**src/verilog/ks10Pkg.sv**
```systemverilog
package ks10Pkg;

   //////////////////////////////////////////////////////////////////////
   // Word and priority sizes
   //////////////////////////////////////////////////////////////////////

   localparam int wordWidth = 36;            // Bit 0 is the MSB, as on the KS10
   localparam int priWidth  = 3;             // Priority number, 0 means none
   localparam int numLevels = 7;             // PI levels 1 (highest) to 7

   //////////////////////////////////////////////////////////////////////
   // Control ROM word
   //////////////////////////////////////////////////////////////////////

   localparam int cromWidth = 11;
   localparam int cromDest  = 0;             // Destination starts at bit 0
   localparam int destWidth = 3;
   localparam int cromSpec  = 3;             // Special field, bits 3 to 10
   localparam int specWidth = 8;
   localparam int opWidth   = 3;

   // Destinations
   localparam logic [0:destWidth-1] destNone   = 3'd0;
   localparam logic [0:destWidth-1] destApr    = 3'd1;
   localparam logic [0:destWidth-1] destPiLoad = 3'd2;   // Spec is a level mask
   localparam logic [0:destWidth-1] destPiCtl  = 3'd3;
   localparam logic [0:destWidth-1] destIntf   = 3'd4;
   localparam logic [0:destWidth-1] destBus    = 3'd5;

   // Operations, meaning depends on destination
   localparam logic [0:opWidth-1] aprSetFlags = 3'd1;
   localparam logic [0:opWidth-1] aprClrFlags = 3'd2;
   localparam logic [0:opWidth-1] aprLoadEn   = 3'd3;    // Also loads the level
   localparam logic [0:opWidth-1] piGrant     = 3'd1;
   localparam logic [0:opWidth-1] piDismiss   = 3'd2;
   localparam logic [0:opWidth-1] piOff       = 3'd3;
   localparam logic [0:opWidth-1] intfHalt    = 3'd1;
   localparam logic [0:opWidth-1] intfAck     = 3'd2;
   localparam logic [0:opWidth-1] busLoadData = 3'd1;
   localparam logic [0:opWidth-1] busWrite    = 3'd2;
   localparam logic [0:opWidth-1] busRead     = 3'd3;

   // Special field, two decodings of the same eight bits
   typedef union packed {
      struct packed {
         logic [0:opWidth-1]  op;            // Operation code
         logic [0:priWidth-1] level;         // PI level
         logic [0:1]          spare;
      } opView;
      struct packed {
         logic                sysOn;         // PI system on
         logic [1:numLevels]  levelEn;       // Level enables
      } maskView;
   } specU;

   //////////////////////////////////////////////////////////////////////
   // APR flags, taken from dp bits 30 to 35
   //////////////////////////////////////////////////////////////////////

   localparam int aprFlagWidth = 6;
   localparam int aprDpBase    = wordWidth - aprFlagWidth;
   localparam int aprNxm       = 0;          // Non-existent memory
   localparam int aprIntDone   = 1;          // Interval done
   localparam int aprCslIn     = 2;          // Console interrupt in
   localparam int aprCslOut    = 3;          // Console interrupt out
   localparam int aprSw0       = 4;
   localparam int aprSw1       = 5;

   // Timer and bus timeout
   localparam int timerPeriod = 20;          // Clocks per interval
   localparam int timerWidth  = $clog2(timerPeriod);
   localparam int nxmTimeout  = 12;          // Clocks to wait for an ack
   localparam int nxmWidth    = $clog2(nxmTimeout);

   // Bus sequencer states
   localparam logic busIdle = 1'b0;
   localparam logic busWait = 1'b1;

endpackage

```
**src/verilog/apr.sv**
```systemverilog
`timescale 1ns/1ps

module apr (
   input  logic                                clk,
   input  logic                                rstN,
   input  logic [0:ks10Pkg::cromWidth-1]       crom,       // Control word
   input  logic [0:ks10Pkg::wordWidth-1]       dp,         // Datapath bus
   input  logic                                timerIntr,  // Interval timer wrap
   input  logic                                nxmIntr,    // Bus timeout
   input  logic                                cslIntr,    // Console interrupt in
   output logic [0:ks10Pkg::aprFlagWidth-1]    aprFlags,
   output logic [1:ks10Pkg::numLevels]         aprIntr     // One-hot request
);

   ks10Pkg::specU                       spec;
   logic                                aprSel;
   logic [0:ks10Pkg::aprFlagWidth-1]    flagMask;
   logic [0:ks10Pkg::aprFlagWidth-1]    flagsNext;
   logic [0:ks10Pkg::aprFlagWidth-1]    aprEnable;   // Flag interrupt enables
   logic [0:ks10Pkg::priWidth-1]        aprLevel;    // Request level, 0 is off
   logic                                aprActive;

   assign spec     = crom[ks10Pkg::cromSpec +: ks10Pkg::specWidth];
   assign aprSel   = crom[ks10Pkg::cromDest +: ks10Pkg::destWidth] == ks10Pkg::destApr;
   assign flagMask = dp[ks10Pkg::aprDpBase +: ks10Pkg::aprFlagWidth];  // dp 30..35

   // Microcode set/clear first, then hardware events win
   always_comb begin
      flagsNext = aprFlags;
      if (aprSel && spec.opView.op == ks10Pkg::aprSetFlags)
         flagsNext = flagsNext | flagMask;
      if (aprSel && spec.opView.op == ks10Pkg::aprClrFlags)
         flagsNext = flagsNext & ~flagMask;
      if (nxmIntr)
         flagsNext[ks10Pkg::aprNxm] = 1'b1;
      if (timerIntr)
         flagsNext[ks10Pkg::aprIntDone] = 1'b1;
      if (cslIntr)
         flagsNext[ks10Pkg::aprCslIn] = 1'b1;        // Level input, sets every edge
   end

   always_ff @(posedge clk) begin
      if (!rstN) begin
         aprFlags  <= '0;
         aprEnable <= '0;
         aprLevel  <= '0;
      end else begin
         aprFlags <= flagsNext;
         if (aprSel && spec.opView.op == ks10Pkg::aprLoadEn) begin
            aprEnable <= flagMask;
            aprLevel  <= spec.opView.level;
         end
      end
   end

   // Any enabled flag raises a request on the stored level
   assign aprActive = |(aprFlags & aprEnable);

   always_comb begin
      aprIntr = '0;
      for (int i = 1; i <= ks10Pkg::numLevels; i++)
         aprIntr[i] = aprActive && (aprLevel == i);
   end

endmodule

```
**src/verilog/busCycle.sv**
```systemverilog
`timescale 1ns/1ps

module busCycle (
   input  logic                            clk,
   input  logic                            rstN,
   input  logic [0:ks10Pkg::cromWidth-1]   crom,
   input  logic [0:ks10Pkg::wordWidth-1]   dp,
   input  logic                            busAck,     // Acknowledge from memory/IO
   input  logic [0:ks10Pkg::wordWidth-1]   busDataI,
   output logic                            busReq,     // Held until ack or timeout
   output logic                            busBusy,
   output logic [0:ks10Pkg::wordWidth-1]   busAddr,
   output logic [0:ks10Pkg::wordWidth-1]   busDataO,
   output logic [0:ks10Pkg::wordWidth-1]   busData,    // Captured read data
   output logic                            nxmIntr     // Timeout pulse
);

   ks10Pkg::specU                   spec;
   logic                            busSel;
   logic                            startCycle;
   logic                            cycleState;
   logic                            cycleRead;     // Current cycle is a read
   logic [ks10Pkg::nxmWidth-1:0]    toCount;       // Clocks waited for ack

   assign spec       = crom[ks10Pkg::cromSpec +: ks10Pkg::specWidth];
   assign busSel     = crom[ks10Pkg::cromDest +: ks10Pkg::destWidth] == ks10Pkg::destBus;
   assign busReq     = cycleState == ks10Pkg::busWait;
   assign busBusy    = busReq;
   assign startCycle = busSel && !busReq && (spec.opView.op == ks10Pkg::busWrite ||
                                             spec.opView.op == ks10Pkg::busRead);

   //////////////////////////////////////////////////////////////////////
   // Request sequencer
   //////////////////////////////////////////////////////////////////////

   always_ff @(posedge clk) begin
      if (!rstN) begin
         cycleState <= ks10Pkg::busIdle;
         cycleRead  <= 1'b0;
         toCount    <= '0;
         nxmIntr    <= 1'b0;
      end else begin
         nxmIntr <= 1'b0;
         case (cycleState)
            ks10Pkg::busIdle:
               if (startCycle) begin              // Start is dropped while busy
                  cycleState <= ks10Pkg::busWait;
                  cycleRead  <= spec.opView.op == ks10Pkg::busRead;
                  toCount    <= '0;
               end
            ks10Pkg::busWait:
               if (busAck)
                  cycleState <= ks10Pkg::busIdle;
               else if (toCount == ks10Pkg::nxmTimeout - 1) begin
                  cycleState <= ks10Pkg::busIdle;  // Nobody answered
                  nxmIntr    <= 1'b1;
               end else
                  toCount <= toCount + 1'b1;
         endcase
      end
   end

   // Address and data words
   always_ff @(posedge clk) begin
      if (startCycle)
         busAddr <= dp;
      if (busSel && spec.opView.op == ks10Pkg::busLoadData)
         busDataO <= dp;
      if (busReq && busAck && cycleRead)
         busData <= busDataI;
   end

endmodule

```
**src/verilog/cpu.sv**
```systemverilog
`timescale 1ns/1ps

module cpu (
   input  logic                              clk,
   input  logic                              rstN,
   input  logic [0:ks10Pkg::cromWidth-1]     crom,        // Control word
   input  logic [0:ks10Pkg::wordWidth-1]     dp,          // Datapath bus
   // Console
   input  logic                              cslSet,      // Load run/cont/exec
   input  logic                              cslRun,
   input  logic                              cslCont,
   input  logic                              cslExec,
   input  logic                              cslTimerEn,
   input  logic                              cslIntrI,    // Console to CPU
   output logic                              cslIntrO,    // CPU to console
   // Unibus
   input  logic [1:ks10Pkg::numLevels]       ubaIntr,
   // Memory/IO bus
   input  logic                              busAck,
   input  logic [0:ks10Pkg::wordWidth-1]     busDataI,
   output logic                              busReq,
   output logic                              busBusy,
   output logic [0:ks10Pkg::wordWidth-1]     busAddr,
   output logic [0:ks10Pkg::wordWidth-1]     busDataO,
   output logic [0:ks10Pkg::wordWidth-1]     busData,
   // Status
   output logic                              cpuRun,
   output logic                              cpuCont,
   output logic                              cpuExec,
   output logic                              cpuHalt,
   output logic [0:ks10Pkg::aprFlagWidth-1]  aprFlags,
   output logic [0:ks10Pkg::priWidth-1]      piReqPri,
   output logic [0:ks10Pkg::priWidth-1]      piCurPri,
   output logic                              piIntr
);

   logic [1:ks10Pkg::numLevels] aprIntr;     // APR request to PI
   logic                        timerIntr;   // Interval timer wrap
   logic                        nxmIntr;     // Bus timeout

   //////////////////////////////////////////////////////////////////////
   // Flags and interrupts
   //////////////////////////////////////////////////////////////////////

   apr uApr (
      .clk       (clk),
      .rstN      (rstN),
      .crom      (crom),
      .dp        (dp),
      .timerIntr (timerIntr),
      .nxmIntr   (nxmIntr),
      .cslIntr   (cslIntrI),
      .aprFlags  (aprFlags),
      .aprIntr   (aprIntr)
   );

   pi uPi (
      .clk       (clk),
      .rstN      (rstN),
      .crom      (crom),
      .aprIntr   (aprIntr),
      .ubaIntr   (ubaIntr),
      .piReqPri  (piReqPri),
      .piCurPri  (piCurPri),
      .piIntr    (piIntr)
   );

   timer uTimer (
      .clk       (clk),
      .rstN      (rstN),
      .timerEn   (cslTimerEn),
      .timerIntr (timerIntr)
   );

   //////////////////////////////////////////////////////////////////////
   // Console and bus
   //////////////////////////////////////////////////////////////////////

   intf uIntf (
      .clk       (clk),
      .rstN      (rstN),
      .crom      (crom),
      .cslSet    (cslSet),
      .cslRun    (cslRun),
      .cslCont   (cslCont),
      .cslExec   (cslExec),
      .cpuRun    (cpuRun),
      .cpuCont   (cpuCont),
      .cpuExec   (cpuExec),
      .cpuHalt   (cpuHalt)
   );

   busCycle uBusCycle (
      .clk       (clk),
      .rstN      (rstN),
      .crom      (crom),
      .dp        (dp),
      .busAck    (busAck),
      .busDataI  (busDataI),
      .busReq    (busReq),
      .busBusy   (busBusy),
      .busAddr   (busAddr),
      .busDataO  (busDataO),
      .busData   (busData),
      .nxmIntr   (nxmIntr)
   );

   // Interrupt to console follows its APR flag
   assign cslIntrO = aprFlags[ks10Pkg::aprCslOut];

endmodule

```
**src/verilog/intf.sv**
```systemverilog
`timescale 1ns/1ps

module intf (
   input  logic                            clk,
   input  logic                            rstN,
   input  logic [0:ks10Pkg::cromWidth-1]   crom,
   input  logic                            cslSet,     // Load run/cont/exec
   input  logic                            cslRun,
   input  logic                            cslCont,
   input  logic                            cslExec,
   output logic                            cpuRun,
   output logic                            cpuCont,
   output logic                            cpuExec,
   output logic                            cpuHalt
);

   ks10Pkg::specU spec;
   logic          intfSel;

   assign spec    = crom[ks10Pkg::cromSpec +: ks10Pkg::specWidth];
   assign intfSel = crom[ks10Pkg::cromDest +: ks10Pkg::destWidth] == ks10Pkg::destIntf;

   // Console status bits
   // Microcode orders take effect after a console load in the same clock
   always_ff @(posedge clk) begin
      if (!rstN) begin
         cpuRun  <= 1'b0;
         cpuCont <= 1'b0;
         cpuExec <= 1'b0;
         cpuHalt <= 1'b1;                    // Come up halted
      end else begin
         if (cslSet) begin
            cpuRun  <= cslRun;
            cpuCont <= cslCont;
            cpuExec <= cslExec;
            if (cslRun)
               cpuHalt <= 1'b0;
         end
         if (intfSel && spec.opView.op == ks10Pkg::intfHalt) begin
            cpuRun  <= 1'b0;
            cpuHalt <= 1'b1;
         end
         if (intfSel && spec.opView.op == ks10Pkg::intfAck) begin
            cpuCont <= 1'b0;                 // Console request taken
            cpuExec <= 1'b0;
         end
      end
   end

endmodule

```
**src/verilog/pi.sv**
```systemverilog
`timescale 1ns/1ps

module pi (
   input  logic                              clk,
   input  logic                              rstN,
   input  logic [0:ks10Pkg::cromWidth-1]     crom,
   input  logic [1:ks10Pkg::numLevels]       aprIntr,    // APR request
   input  logic [1:ks10Pkg::numLevels]       ubaIntr,    // Unibus requests
   output logic [0:ks10Pkg::priWidth-1]      piReqPri,   // Highest pending level
   output logic [0:ks10Pkg::priWidth-1]      piCurPri,   // Highest level in progress
   output logic                              piIntr
);

   ks10Pkg::specU                      spec;
   logic [0:ks10Pkg::destWidth-1]      dest;
   logic                               sysOn;
   logic                               sysOnNext;
   logic [1:ks10Pkg::numLevels]        levelEn;
   logic [1:ks10Pkg::numLevels]        levelEnNext;
   logic [1:ks10Pkg::numLevels]        inProg;       // Levels being serviced
   logic [1:ks10Pkg::numLevels]        inProgNext;
   logic [1:ks10Pkg::numLevels]        pending;
   logic [0:ks10Pkg::priWidth-1]       reqNext;
   logic [0:ks10Pkg::priWidth-1]       curNext;

   // Lowest set level number wins, 0 if none
   function automatic logic [0:ks10Pkg::priWidth-1] firstLevel(
      input logic [1:ks10Pkg::numLevels] v);
      logic [0:ks10Pkg::priWidth-1] lvl;
      lvl = '0;
      for (int i = ks10Pkg::numLevels; i >= 1; i--)
         if (v[i])
            lvl = ks10Pkg::priWidth'(i);
      return lvl;
   endfunction

   assign spec = crom[ks10Pkg::cromSpec +: ks10Pkg::specWidth];
   assign dest = crom[ks10Pkg::cromDest +: ks10Pkg::destWidth];

   always_comb begin
      sysOnNext   = sysOn;
      levelEnNext = levelEn;
      inProgNext  = inProg;
      if (dest == ks10Pkg::destPiLoad) begin                // Mask decoding
         sysOnNext   = spec.maskView.sysOn;
         levelEnNext = spec.maskView.levelEn;
      end
      if (dest == ks10Pkg::destPiCtl) begin                 // Op decoding
         case (spec.opView.op)
            ks10Pkg::piGrant:
               if (piReqPri != '0)
                  inProgNext[piReqPri] = 1'b1;
            ks10Pkg::piDismiss:
               if (piCurPri != '0)
                  inProgNext[piCurPri] = 1'b0;
            ks10Pkg::piOff:
               sysOnNext = 1'b0;
            default: ;
         endcase
      end
   end

   assign pending = (aprIntr | ubaIntr) & levelEnNext & {ks10Pkg::numLevels{sysOnNext}};
   assign reqNext = firstLevel(pending);
   assign curNext = firstLevel(inProgNext);

   always_ff @(posedge clk) begin
      if (!rstN) begin
         sysOn    <= 1'b0;
         levelEn  <= '0;
         inProg   <= '0;
         piReqPri <= '0;
         piCurPri <= '0;
         piIntr   <= 1'b0;
      end else begin
         sysOn    <= sysOnNext;
         levelEn  <= levelEnNext;
         inProg   <= inProgNext;
         piReqPri <= reqNext;
         piCurPri <= curNext;
         piIntr   <= (reqNext != '0) && (curNext == '0 || reqNext < curNext);
      end
   end

endmodule

```
**src/verilog/timer.sv**
```systemverilog
`timescale 1ns/1ps

module timer (
   input  logic clk,
   input  logic rstN,
   input  logic timerEn,      // Console timer enable
   output logic timerIntr     // One clock per period
);

   logic [ks10Pkg::timerWidth-1:0] count;

   always_ff @(posedge clk) begin
      if (!rstN) begin
         count     <= '0;
         timerIntr <= 1'b0;
      end else if (!timerEn) begin
         count     <= '0;                   // Hold at zero
         timerIntr <= 1'b0;
      end else if (count == ks10Pkg::timerPeriod - 1) begin
         count     <= '0;                   // Wrap
         timerIntr <= 1'b1;
      end else begin
         count     <= count + 1'b1;
         timerIntr <= 1'b0;
      end
   end

endmodule
```
**config.mk**
```make
export PLATFORM = sky130hd
export DESIGN_NAME = cpu
export DESIGN_NICKNAME = d
export VERILOG_FILES = /design/src/verilog/ks10Pkg.sv /design/src/verilog/apr.sv /design/src/verilog/busCycle.sv /design/src/verilog/cpu.sv /design/src/verilog/intf.sv /design/src/verilog/pi.sv /design/src/verilog/timer.sv
export SDC_FILE = /design/constraint.sdc
export NUM_CORES = 1
export LEC_CHECK = 0
export BUFFER_PORTS_ARGS = -buffer_cell sky130_fd_sc_hd__buf_2
export CORE_MARGIN = 4
export CORE_UTILIZATION = 44
export CTS_CLUSTER_SIZE = 8
export DETAILED_ROUTE_END_ITERATION = 8
export HOLD_SLACK_MARGIN = 0.05
export MAX_ROUTING_LAYER = met4
export PLACE_DENSITY = 0.76
export SYNTH_ARGS = -nofsm -noshare
export SYNTH_HDL_FRONTEND = slang
export SYNTH_SLANG_ARGS = --single-unit
export TNS_END_PERCENT = 50
```
**constraint.sdc**
```tcl
create_clock -name clk -period 6.15 [get_ports clk]
set_input_delay 1.23 -clock clk [delete_from_list [all_inputs] [get_ports clk]]
set_output_delay 1.23 -clock clk [all_outputs]
set_load 0.05 [all_outputs]
```
### Word-level counts from Yosys, hierarchy flattened

Index checks and enable logic that the tools add are counted.

| word-level totals | value |
|---|---|
| flip-flop bits (word level) | 162 |
| input bits | 99 |
| output and inout port bits | 128 |
| logic and storage cells | 141 |

| cells by class | value |
|---|---|
| add/sub/neg operators | 2 |
| $lt $le $gt $ge | 5 |
| equality and inequality tests | 20 |
| mux-type cells | 41 |
| bitwise gates (word level) | 15 |
| reduce and logical (&&, ||, !) cells | 36 |

Operators with widths:

| cell | count |
|---|---|
| $mux W3 | 14 |
| $mux W7 | 4 |
| $and A7 B7 Y7 | 3 |
| $logic_and A1 B1 Y1 | 20 |
| $eq A3 B2 Y1 const B | 6 |
| $eq A3 B3 Y1 const B | 6 |
| $or A7 B7 Y7 | 2 |
| $pmux W7 S2 | 1 |
| $mux W1 | 13 |
| $and A6 B6 Y6 | 2 |
| $mux W4 | 3 |
| $mux W6 | 2 |
| $eq A3 B1 Y1 const B | 3 |
| $reduce_bool A3 Y1 | 3 |
| $ge A4 B4 Y1 const B | 2 |
| $lt A4 B1 Y1 const B | 2 |
| $not A3 Y4 | 2 |
| $pmux W4 S2 | 1 |
| $not A7 Y7 | 1 |
| $demux W1 S3 | 2 |
| $not A6 Y6 | 1 |
| $or A6 B6 Y6 | 1 |
| $reduce_and A2 Y1 | 3 |
| $reduce_or A3 Y1 | 2 |
| other kinds (15) | 20 |

### Longest topological paths before layout

Gate-level depths: netlist (run 1).

| logic depth | value |
|---|---|
| depth after elaboration | 20 |
| depth in mapped cells | 14 |
| depth with buffers taken out | 12 |

### By module

Synthesis (run 1) repeated with hierarchy kept, for this count alone.

| unflattened totals | value |
|---|---|
| cell total of the unflattened synthesis | 415 |
| area, all modules | 5992.0 µm² |

By module, submodules not included:

| module | instances | cells each | area each (µm²) | seq. area each (µm²) |
|---|---|---|---|---|
| busCycle | 1 | 148 | 3603.5 | 3383.2 |
| pi | 1 | 146 | 1236.2 | 440.4 |
| apr | 1 | 82 | 728.2 | 300.3 |
| timer | 1 | 22 | 220.2 | 120.1 |
| intf | 1 | 16 | 196.4 | 80.1 |
| cpu | 1 | 1 | 7.5 | 0.0 |

### Worst setup path after synthesis (run 1)

OpenSTA, ideal clock, no wires.

| path | value |
|---|---|
| kind | input port to flip-flop |
| start point | input port crom[0] (netlist name) |
| end point | register uBusCycle.toCount[0] (netlist name) |
| setup time | 128 ps |
| arrival | 6177 ps |
| required time | 6022 ps |
| setup slack | -154 ps |
| stages on the path | 6 |
| path buffers | 1 |
| path through | buf_6 > nand3_1 > nor4b_1 > nor2_1 > mux2i_1 > nor2_1 |

| on the way | value |
|---|---|
| word-level cells in the longest chain between the ends | 5 |

RTL lines:

| element | RTL line | text |
|---|---|---|
| start: declaration | cpu.sv:6 | `input logic [0:ks10Pkg::cromWidth-1] crom,` |
| $eq A3 B3 Y1 | busCycle.sv:26 | `assign busSel = crom[ks10Pkg::cromDest +: ks10Pkg::destWidth] == ks10Pkg::destBus;` |
| $logic_and A1 B1 Y1 (2 in series) | busCycle.sv:29 | `assign startCycle = busSel && !busReq && (spec.opView.op == ks10Pkg::busWrite \|\|` |
| named net uBusCycle.startCycle | busCycle.sv:20 | `logic startCycle;` |
| $ne A2 B1 Y1 (no line) | n/a |  |
| $reduce_and A3 Y1 (no line) | n/a |  |
| end signal: assignment | busCycle.sv:58 | `toCount <= toCount + 1'b1;` |
| end: declaration | busCycle.sv:23 | `logic [ks10Pkg::nxmWidth-1:0] toCount;` |

The timed path passes the listed nets, and every way through them passes these cells.
A chain may end at the register's enable or synchronous reset.

### Final worst setup path (run 1)

| path | value |
|---|---|
| start point | input port crom[3] (netlist name) |
| end point | register uPi.piIntr |

| on the way | value |
|---|---|
| word-level cells in the longest chain between the ends | 14 |
| elaborated cells between the ends (all ways) | 28 |
| classes of those cells | order compare (1); eq/ne (3); mux (19); bitwise (1); reduce/logical (4) |

RTL lines:

| element | RTL line | text |
|---|---|---|
| $eq A3 B2 Y1 or $mux W1 (tied branches) | pi.sv:49, pi.sv:44 |  |
| $mux W1 | pi.sv:49 | `case (spec.opView.op)` |
| $mux W1 | pi.sv:48 | `if (dest == ks10Pkg::destPiCtl) begin` |
| $and A7 B7 Y7 | pi.sv:63 | `assign pending = (aprIntr \| ubaIntr) & levelEnNext & {ks10Pkg::numLevels{sysOnNext}};` |
| $mux W3 (7 in series) | pi.sv:32 | `if (v[i])` |
| $lt A3 B3 Y1 | pi.sv:81 | `piIntr <= (reqNext != '0) && (curNext == '0 \|\| reqNext < curNext);` |
| $logic_or A1 B1 Y1 | pi.sv:81 |  |
| $logic_and A1 B1 Y1 (*) | pi.sv:81 |  |
| end signal: assignment | pi.sv:81 |  |
| end: declaration | pi.sv:11 | `output logic piIntr` |

Mark *: on every way between the ends. The rest lies on a longest branch, timed or not.

==> results of run 1 <==
==> through the flow <==
step	util	instance area, um^2	worst slack (ps)
2_1_floorplan	-	5857	1854
3_3_place_gp	0.5589	7168	2139
3_5_place_dp	0.5589	7168	1995
4_1_cts	0.6023	7725	2409
5_1_grt	0.6023	7725	2298
6_report	0.6023	7725	2375
==> per-layer routing <==
| layer | track usage | vias to the layer above | share of wire |
|---|---|---|---|
| met5 | - | - | 0 |
| met4 | 0.05813 | 0 | 0.011 |
| met3 | 0.05169 | 12 | 0.084 |
| met2 | 0.3146 | 200 | 0.50 |
| met1 | 0.2250 | 2006 | 0.40 |
| li1 | - | 1996 | - |
==> final cells by class <==
type / count / area (um^2) / area share
flip-flops and latches: 162 / 4324 / 0.5598
multi-input cells: 217 / 1423 / 0.1842
repair buffers: 228 / 1146 / 0.1484
clock buffers: 17 / 425.4 / 0.05507
well taps: 172 / 215.2 / 0.02786
clock inverters: 15 / 131.4 / 0.01701
inverters: 16 / 60.06 / 0.007775
==> synthesized netlist by cell type (2+ instances only) <==
library cell	number	share of area
clkbuf_1	6	0.0038
o311ai_0	2	0.0030
and2_1	5	0.0053
a221oi_1	3	0.0045
mux2i_1	14	0.024
o21ai_0	5	0.0043
o32ai_2	2	0.0056
ha_1	4	0.0086
a211oi_1	4	0.0051
buf_4	2	0.0026
edfxtp_1	108	0.55
nor2_1	53	0.034
xor2_1	4	0.0060
or3_1	3	0.0032
buf_6	3	0.0058
nor2b_1	4	0.0043
nor3b_1	4	0.0051
nand2_1	20	0.013
a31oi_1	4	0.0043
nor4_1	6	0.0064
nand2b_1	4	0.0043
inv_1	15	0.0096
nor3_1	7	0.0060
a22o_1	3	0.0045
a21oi_1	19	0.016
nand4_1	2	0.0021
dfxtp_1	54	0.18
nand3_1	10	0.0086
==> report_power, final <==
group          switching [uW]  internal [uW]  leakage (uW)
Combinational            76.9           40.5       0.00144
Clock                     419            560      0.000266
Sequential               5.66           1170       0.00141
==> cells by family (layout without fill, tap and decap cells) <==
group / Yosys count / after routing / synth area share
multiplexers: 15 / 15 / 0.02588
buffers and inverters: 27 / 276 / 0.02245
flip-flops: 162 / 162 / 0.7391
adder cells (fa/ha/maj): 4 / 4 / 0.008555
AO/OA/AOI/OAI: 62 / 62 / 0.08234
XOR/XNOR: 5 / 5 / 0.007485
AND/OR/NAND/NOR: 131 / 131 / 0.1142
==> registers in the layout, summed over array words and instances, names as in the netlist, named ones only <==
| name | flops |
|---|---|
| uApr.aprEnable | 6 |
| uApr.aprFlags | 3 |
| uApr.aprLevel | 3 |
| uBusCycle.busAddr | 36 |
| uBusCycle.busBusy | 1 |
| uBusCycle.busData | 36 |
| uBusCycle.busDataO | 36 |
| uBusCycle.cycleRead | 1 |
| uBusCycle.nxmIntr | 1 |
| uBusCycle.toCount | 4 |
| uIntf.cpuCont | 1 |
| uIntf.cpuExec | 1 |
| uIntf.cpuHalt | 1 |
| uIntf.cpuRun | 1 |
| uPi.inProg | 7 |
| uPi.levelEn | 7 |
| uPi.piCurPri | 3 |
| uPi.piIntr | 1 |
| uPi.piReqPri | 3 |
| uPi.sysOn | 1 |
| uTimer.count | 5 |
| uTimer.timerIntr | 1 |
==> path summary, 6_finish.rpt <==
| check | startpoint | to | slack, ps | cells past startpoint |
|---|---|---|---|---|
| setup / recovery | crom[3] | uPi.piIntr | 2380 | 11 |
| hold / removal | uTimer.count[0] | uTimer.count[0] | 450 | 1 |
| setup reg to reg | uPi.piCurPri[2] | uPi.piIntr | 3320 | 10 |
| hold reg to reg | uTimer.count[0] | uTimer.count[0] | 450 | 1 |
==> flow_summary_export.csv, run 1 <==
group,metric,value,unit
run,drv_cap,0,
global_route,grt_start_max_net_pins,40,
global_route,grt_pass1_vias,4075,
sta,slew_headroom,0.1938,
cts,cts-htree-levels,4,
critical_path,crit_arrival,4110,ps
global_route,grt_pass1_wl,20930,um
sta,max_freq,264.9,MHz
cells_and_area,drive_gt1_frac,0.4214,
sta,hold_viol,0,
sta,finalMaxSlewViolations,0,
pwr,power,2273,uW
sta,period_share,0.6138,
pwr,power_density,294.3,mW/mm^2
cells_and_area,final_cell_mix,"buf_2, edfxtp_1, dfxtp_1",
cts,clock_sinks,162,
drt,routed_wl,14370,um
sta,finClkSkew,11.59,ps
drt,vias,4214,
drt,drt-initial-drc-count,352,
cells_and_area,fill_cells,1040,
drt,antenna_left,0,
placed_design,io_buffer_count,226,
cts,clock_path_buffers,2,
critical_path,end_kind,"flop",
critical_path,cp.required,6490,ps
sta,rsz0062_at_grt,"false",
cts,cts_tree,"done",
synthesis,netlist_instances,406,
global_route,antenna_found_initial,0,
synthesis,synth_edf_count,108,
critical_path,path_delay_family,"compound AO/OA/AOI/OAI gates",
die,dieWidth,123.3,um
cells_and_area,area_growth,32.04,%
die,start_util,0.4562,
critical_path,slowest_stage,"or3b_1",
critical_path,cp-start-kind,"input pin",
cells_and_area,stdcell_count,827,
drt,drc_errors,0,
cts,cts-resized-gates,0,
critical_path,slowest_delay,550,ps
hold_path,hold_class,"reg -> reg",
critical_path,worst-path-buf-inv,1,
die,rows,41,
critical_path,path_max_fanout,9,
sta,worstMarginPinSlew,1203,ps
die,dieArea,0.01521,mm^2
global_route,track_usage,0.1889,
synthesis,synthArstFlopShare,0,
synthesis,synth.distinct_cells,64,
die,die-height,123.3,um
drt,dr.pass1.iters,4,
sta,whs,449.7,ps
placed_design,gp_congestion,0.8670,
die,core_area,0.01282,mm^2
cts,clk_latency,410,ps
synthesis,ys_ff_latch,162,
synthesis,seq_area_frac_synth,0.7391,
pwr,vdd_drop_max,0.0002170,V
drt,via_per_inst,5.096,
cells_and_area,antenna_cells,0,
global_route,overflow,0,
sta,setup_viol,0,
cts,post_cts_buffers,0,
cts,root_buffer,"clkbuf_16",
synthesis,yosysWarnings,0,
critical_path,cp_cell_sequence,"buf_2 -> or3b_1 -> o41a_1 -> a31oi_2 -> nor4_4 -> or3_1 -> ha_1 -> a21oi_1 -> a41o_1 -> o311ai_1 -> a41oi_2",
sta,fin_tns_setup,0,ps
placed_design,place_hpwl,10880,um
die,design.portCount,227,
placed_design,dp_cells,795,
cts,hold_buffers,0,
critical_path,crit_type,"in -> reg",
synthesis,syn-mean-instance-area,14.41,um^2
cts,numCtsBuffers,17,
cells_and_area,final_nets,745,
synthesis,synth-main-ff-cell,"edfxtp_1",
pwr,power.leakage,0.003116,uW
sta,post-route-min-period,3775,ps
drt,wl_per_cell,17.38,um
synthesis,syn_nets,509,
cells_and_area,layout_commonest_cell,"buf_2",
status,status,"finished clean",
synthesis,netlist_area,0.005851,mm^2
cts,clkTransAtPathRegs,60,ps
Power figures use the tool's default switching activity.
==> run 2, diff against run 1 <==
- ABC_AREA: not set -> 1
- CORE_UTILIZATION: 44 -> 45
- PLACE_DENSITY: 0.76 -> 0.74
- clock period: 6.15 -> 3.8 ns (I/O delays scaled with it)
==> flow_summary_export.csv, run 2 <==
group,metric,value,unit
status,status,"finished clean",
sta,whs,436.9,ps
placed_design,io_buffer_count,226,
pwr,vdd_drop_max,0.0002489,V
die,rows,41,
cells_and_area,layout_commonest_cell,"buf_2",
synthesis,synthArstFlopShare,0,
global_route,overflow,0,
global_route,track_usage,0.1969,
drt,vias,4462,
cells_and_area,stdcell_count,924,
synthesis,synth.distinct_cells,44,
synthesis,netlist_instances,496,
sta,setup_viol,0,
cts,clock_path_buffers,2,
cts,cts_tree,"done",
critical_path,crit_type,"in -> reg",
synthesis,yosysWarnings,0,
sta,finClkSkew,5.926,ps
cts,cts-htree-levels,4,
cells_and_area,final_cell_mix,"buf_2, edfxtp_1, nand2_1",
synthesis,netlist.area_leader.share,0.5465,
die,design.portCount,227,
pwr,power.leakage,0.003377,uW
die,die-height,122.8,um
synthesis,syn-mean-instance-area,11.96,um^2
critical_path,cp.required,4160,ps
placed_design,gp_congestion,0.8984,
cells_and_area,multiInputGateArea,0.001381,mm^2
cells_and_area,reg_top3,"uBusCycle.busAddr: 36 flops, uBusCycle.busDataO: 36 flops, uBusCycle.busData: 36 flops",
global_route,grt_pass1_wl,21530,um
cts,cts-resized-gates,0,
drt,antenna_left,0,
sta,post-route-min-period,2310,ps
pwr,p_int,2934,uW
synthesis,ys_ff_latch,162,
drt,via_per_inst,4.829,
pwr,switching_share,0.2178,
cts,clk_latency,410,ps
drt,drt-initial-drc-count,337,
pwr,power_density,477.1,mW/mm^2
die,start_util,0.4646,
global_route,antenna_found_initial,2,
synthesis,synth.top_cells.by_area,"edfxtp_1, dfxtp_1, nand2_1",
global_route,grt_start_max_net_pins,39,
sta,hold_viol,0,
global_route,grt.busiest_layer,"met2",
drt,dr.pass1.iters,5,
cells_and_area,final_nets,841,
global_route,gr-usage-met2,0.3492,
cts,root_buffer,"clkbuf_16",
sta,worstMarginPinSlew,786.4,ps
cts,numCtsBuffers,17,
critical_path,reg2reg_setup_slack,1580,ps
critical_path,crit_arrival,2670,ps
cells_and_area,area_growth,32.47,%
sta,slew_headroom,0.4745,
sta,finalMaxSlewViolations,0,
sta,rsz0062_at_grt,"false",
synthesis,netlist_area,0.005934,mm^2
pwr,p_comb_frac,0.056,
synthesis,synth_edf_count,108,
cts,clock_sinks,162,
drt,wl_per_cell,15.84,um
cells_and_area,regArea,0.004324,mm^2
critical_path,end_kind,"flop",
sta,max_freq,432.8,MHz
pwr,p_sw,817.1,uW
hold_path,hold_class,"reg -> reg",
synthesis,syn_nets,599,
cells_and_area,fill_cells,1017,
sta,period_share,0.6080,
global_route,grtUsageMet3,0.05945,
placed_design,place_hpwl,11100,um
synthesis,synth.top_cells.by_count,"edfxtp_1, nand2_1, dfxtp_1, nor2_1, inv_1",
die,dieWidth,122.8,um
pwr,power,3751,uW
drt,drc_errors,0,
critical_path,path_max_fanout,10,
sta,fin_tns_setup,0,ps
die,dieArea,0.01509,mm^2
critical_path,cp-start-kind,"input pin",
global_route,grtUsageMet1,0.2109,
synthesis,seq_area_frac_synth,0.7287,
cts,clkTransAtPathRegs,60,ps
synthesis,yosysMostFrequentCell,"edfxtp_1",
placed_design,place_area,0.007288,mm^2
synthesis,synth-main-ff-cell,"edfxtp_1",
synthesis,post-synth-top-area-cell,"edfxtp_1",
run,drv_cap,0,
pwr,p_seq_frac,0.509,
drt,routed_wl,14640,um
cts,post_cts_buffers,0,
placed_design,dp_cells,891,
die,core_area,0.01277,mm^2
cts,hold_buffers,0,
pwr,clkPwrFrac,0.436,
global_route,grt_pass1_vias,4264,
cells_and_area,drive_gt1_frac,0.3853,
cells_and_area,final_area,0.007861,mm^2
## run 2: cell types whose count changed in the layout (fill, tap and decap cells not counted), sizes merged, moves of 6 or more
| cell | before | now |
|---|---|---|
| nand2 | 20 | 89 |
| mux2i | 14 | 1 |
| inv | 20 | 57 |
| nor4 | 7 | 0 |
| o21ai | 5 | 26 |
| nand3 | 10 | 23 |
| nor3 | 7 | 13 |
| a21oi | 19 | 32 |
## run 2: final timing paths
| kind | startpoint | to | depth (start not counted) |
|---|---|---|---|
| worst min-delay path | uTimer.timerIntr | uApr.aprFlags[1] | 2 |
| worst min register to register | uTimer.timerIntr | uApr.aprFlags[1] | 2 |
| worst max-delay path | crom[3] | uPi.piIntr | 12 |
| worst max register to register | uPi.piReqPri[0] | uPi.piIntr | 11 |
## run 2: metrics by stage
stage / utilization / setup slack, ps
after floorplan: - / 481.1
after global placement: 0.5706 / 1131
after detailed placement: 0.5706 / 1085
after CTS: 0.6150 / 1532
after global routing: 0.6154 / 1288
final: 0.6154 / 1490
## run 2: cell families (layout without fill, tap and decap cells)
logic type,Yosys count,in the layout,synth area share
AND/OR/NAND/NOR,190,190,0.1451
multiplexers,1,1,0.001687
buffers and inverters,62,316,0.04090
AO/OA/AOI/OAI,76,76,0.07379
adder cells (fa/ha/maj),4,4,0.008434
flip-flops,162,162,0.7287
other,0,2,0
XOR/XNOR,1,1,0.001476
## run 2: area by class of cell
cell class	instances	share of cell area
tap	172	0.02738
inverter	55	0.02626
clock inverter	12	0.01719
sequential	162	0.5501
multi-input combinational	272	0.1757
clock buffer	19	0.05507
timing repair buffer	230	0.1477
antenna	2	0.0006366
## run 2: worst max-delay path, cell delays in order
cell	delay [ps]
buf_2	130
inv_2	60
nand2_1	170
nor2_4	100
a32o_1	220
a21oi_1	250
and2_1	220
nand3b_1	110
ha_1	330
a21oi_1	140
nand2_1	80
a21oi_2	100
## run 2: per-layer routing
layer / part of all wire / routed length (um) / up-vias
met5: 0 / 0 / -
met4: 0.017 / 252 / 0
met3: 0.081 / 1184 / 20
met2: 0.52 / 7601 / 186
met1: 0.38 / 5600 / 2066
li1: - / - / 2190
## run 2: power by group through the flow
stage,clock network [uW],registers (uW),logic (uW)
3_5_place_dp,0,1950,208
2_1_floorplan,0,1990,65.3
4_1_cts,1660,1910,209
5_1_grt,1750,1910,227
6_report,1630,1910,209
3_3_place_gp,0,1950,202
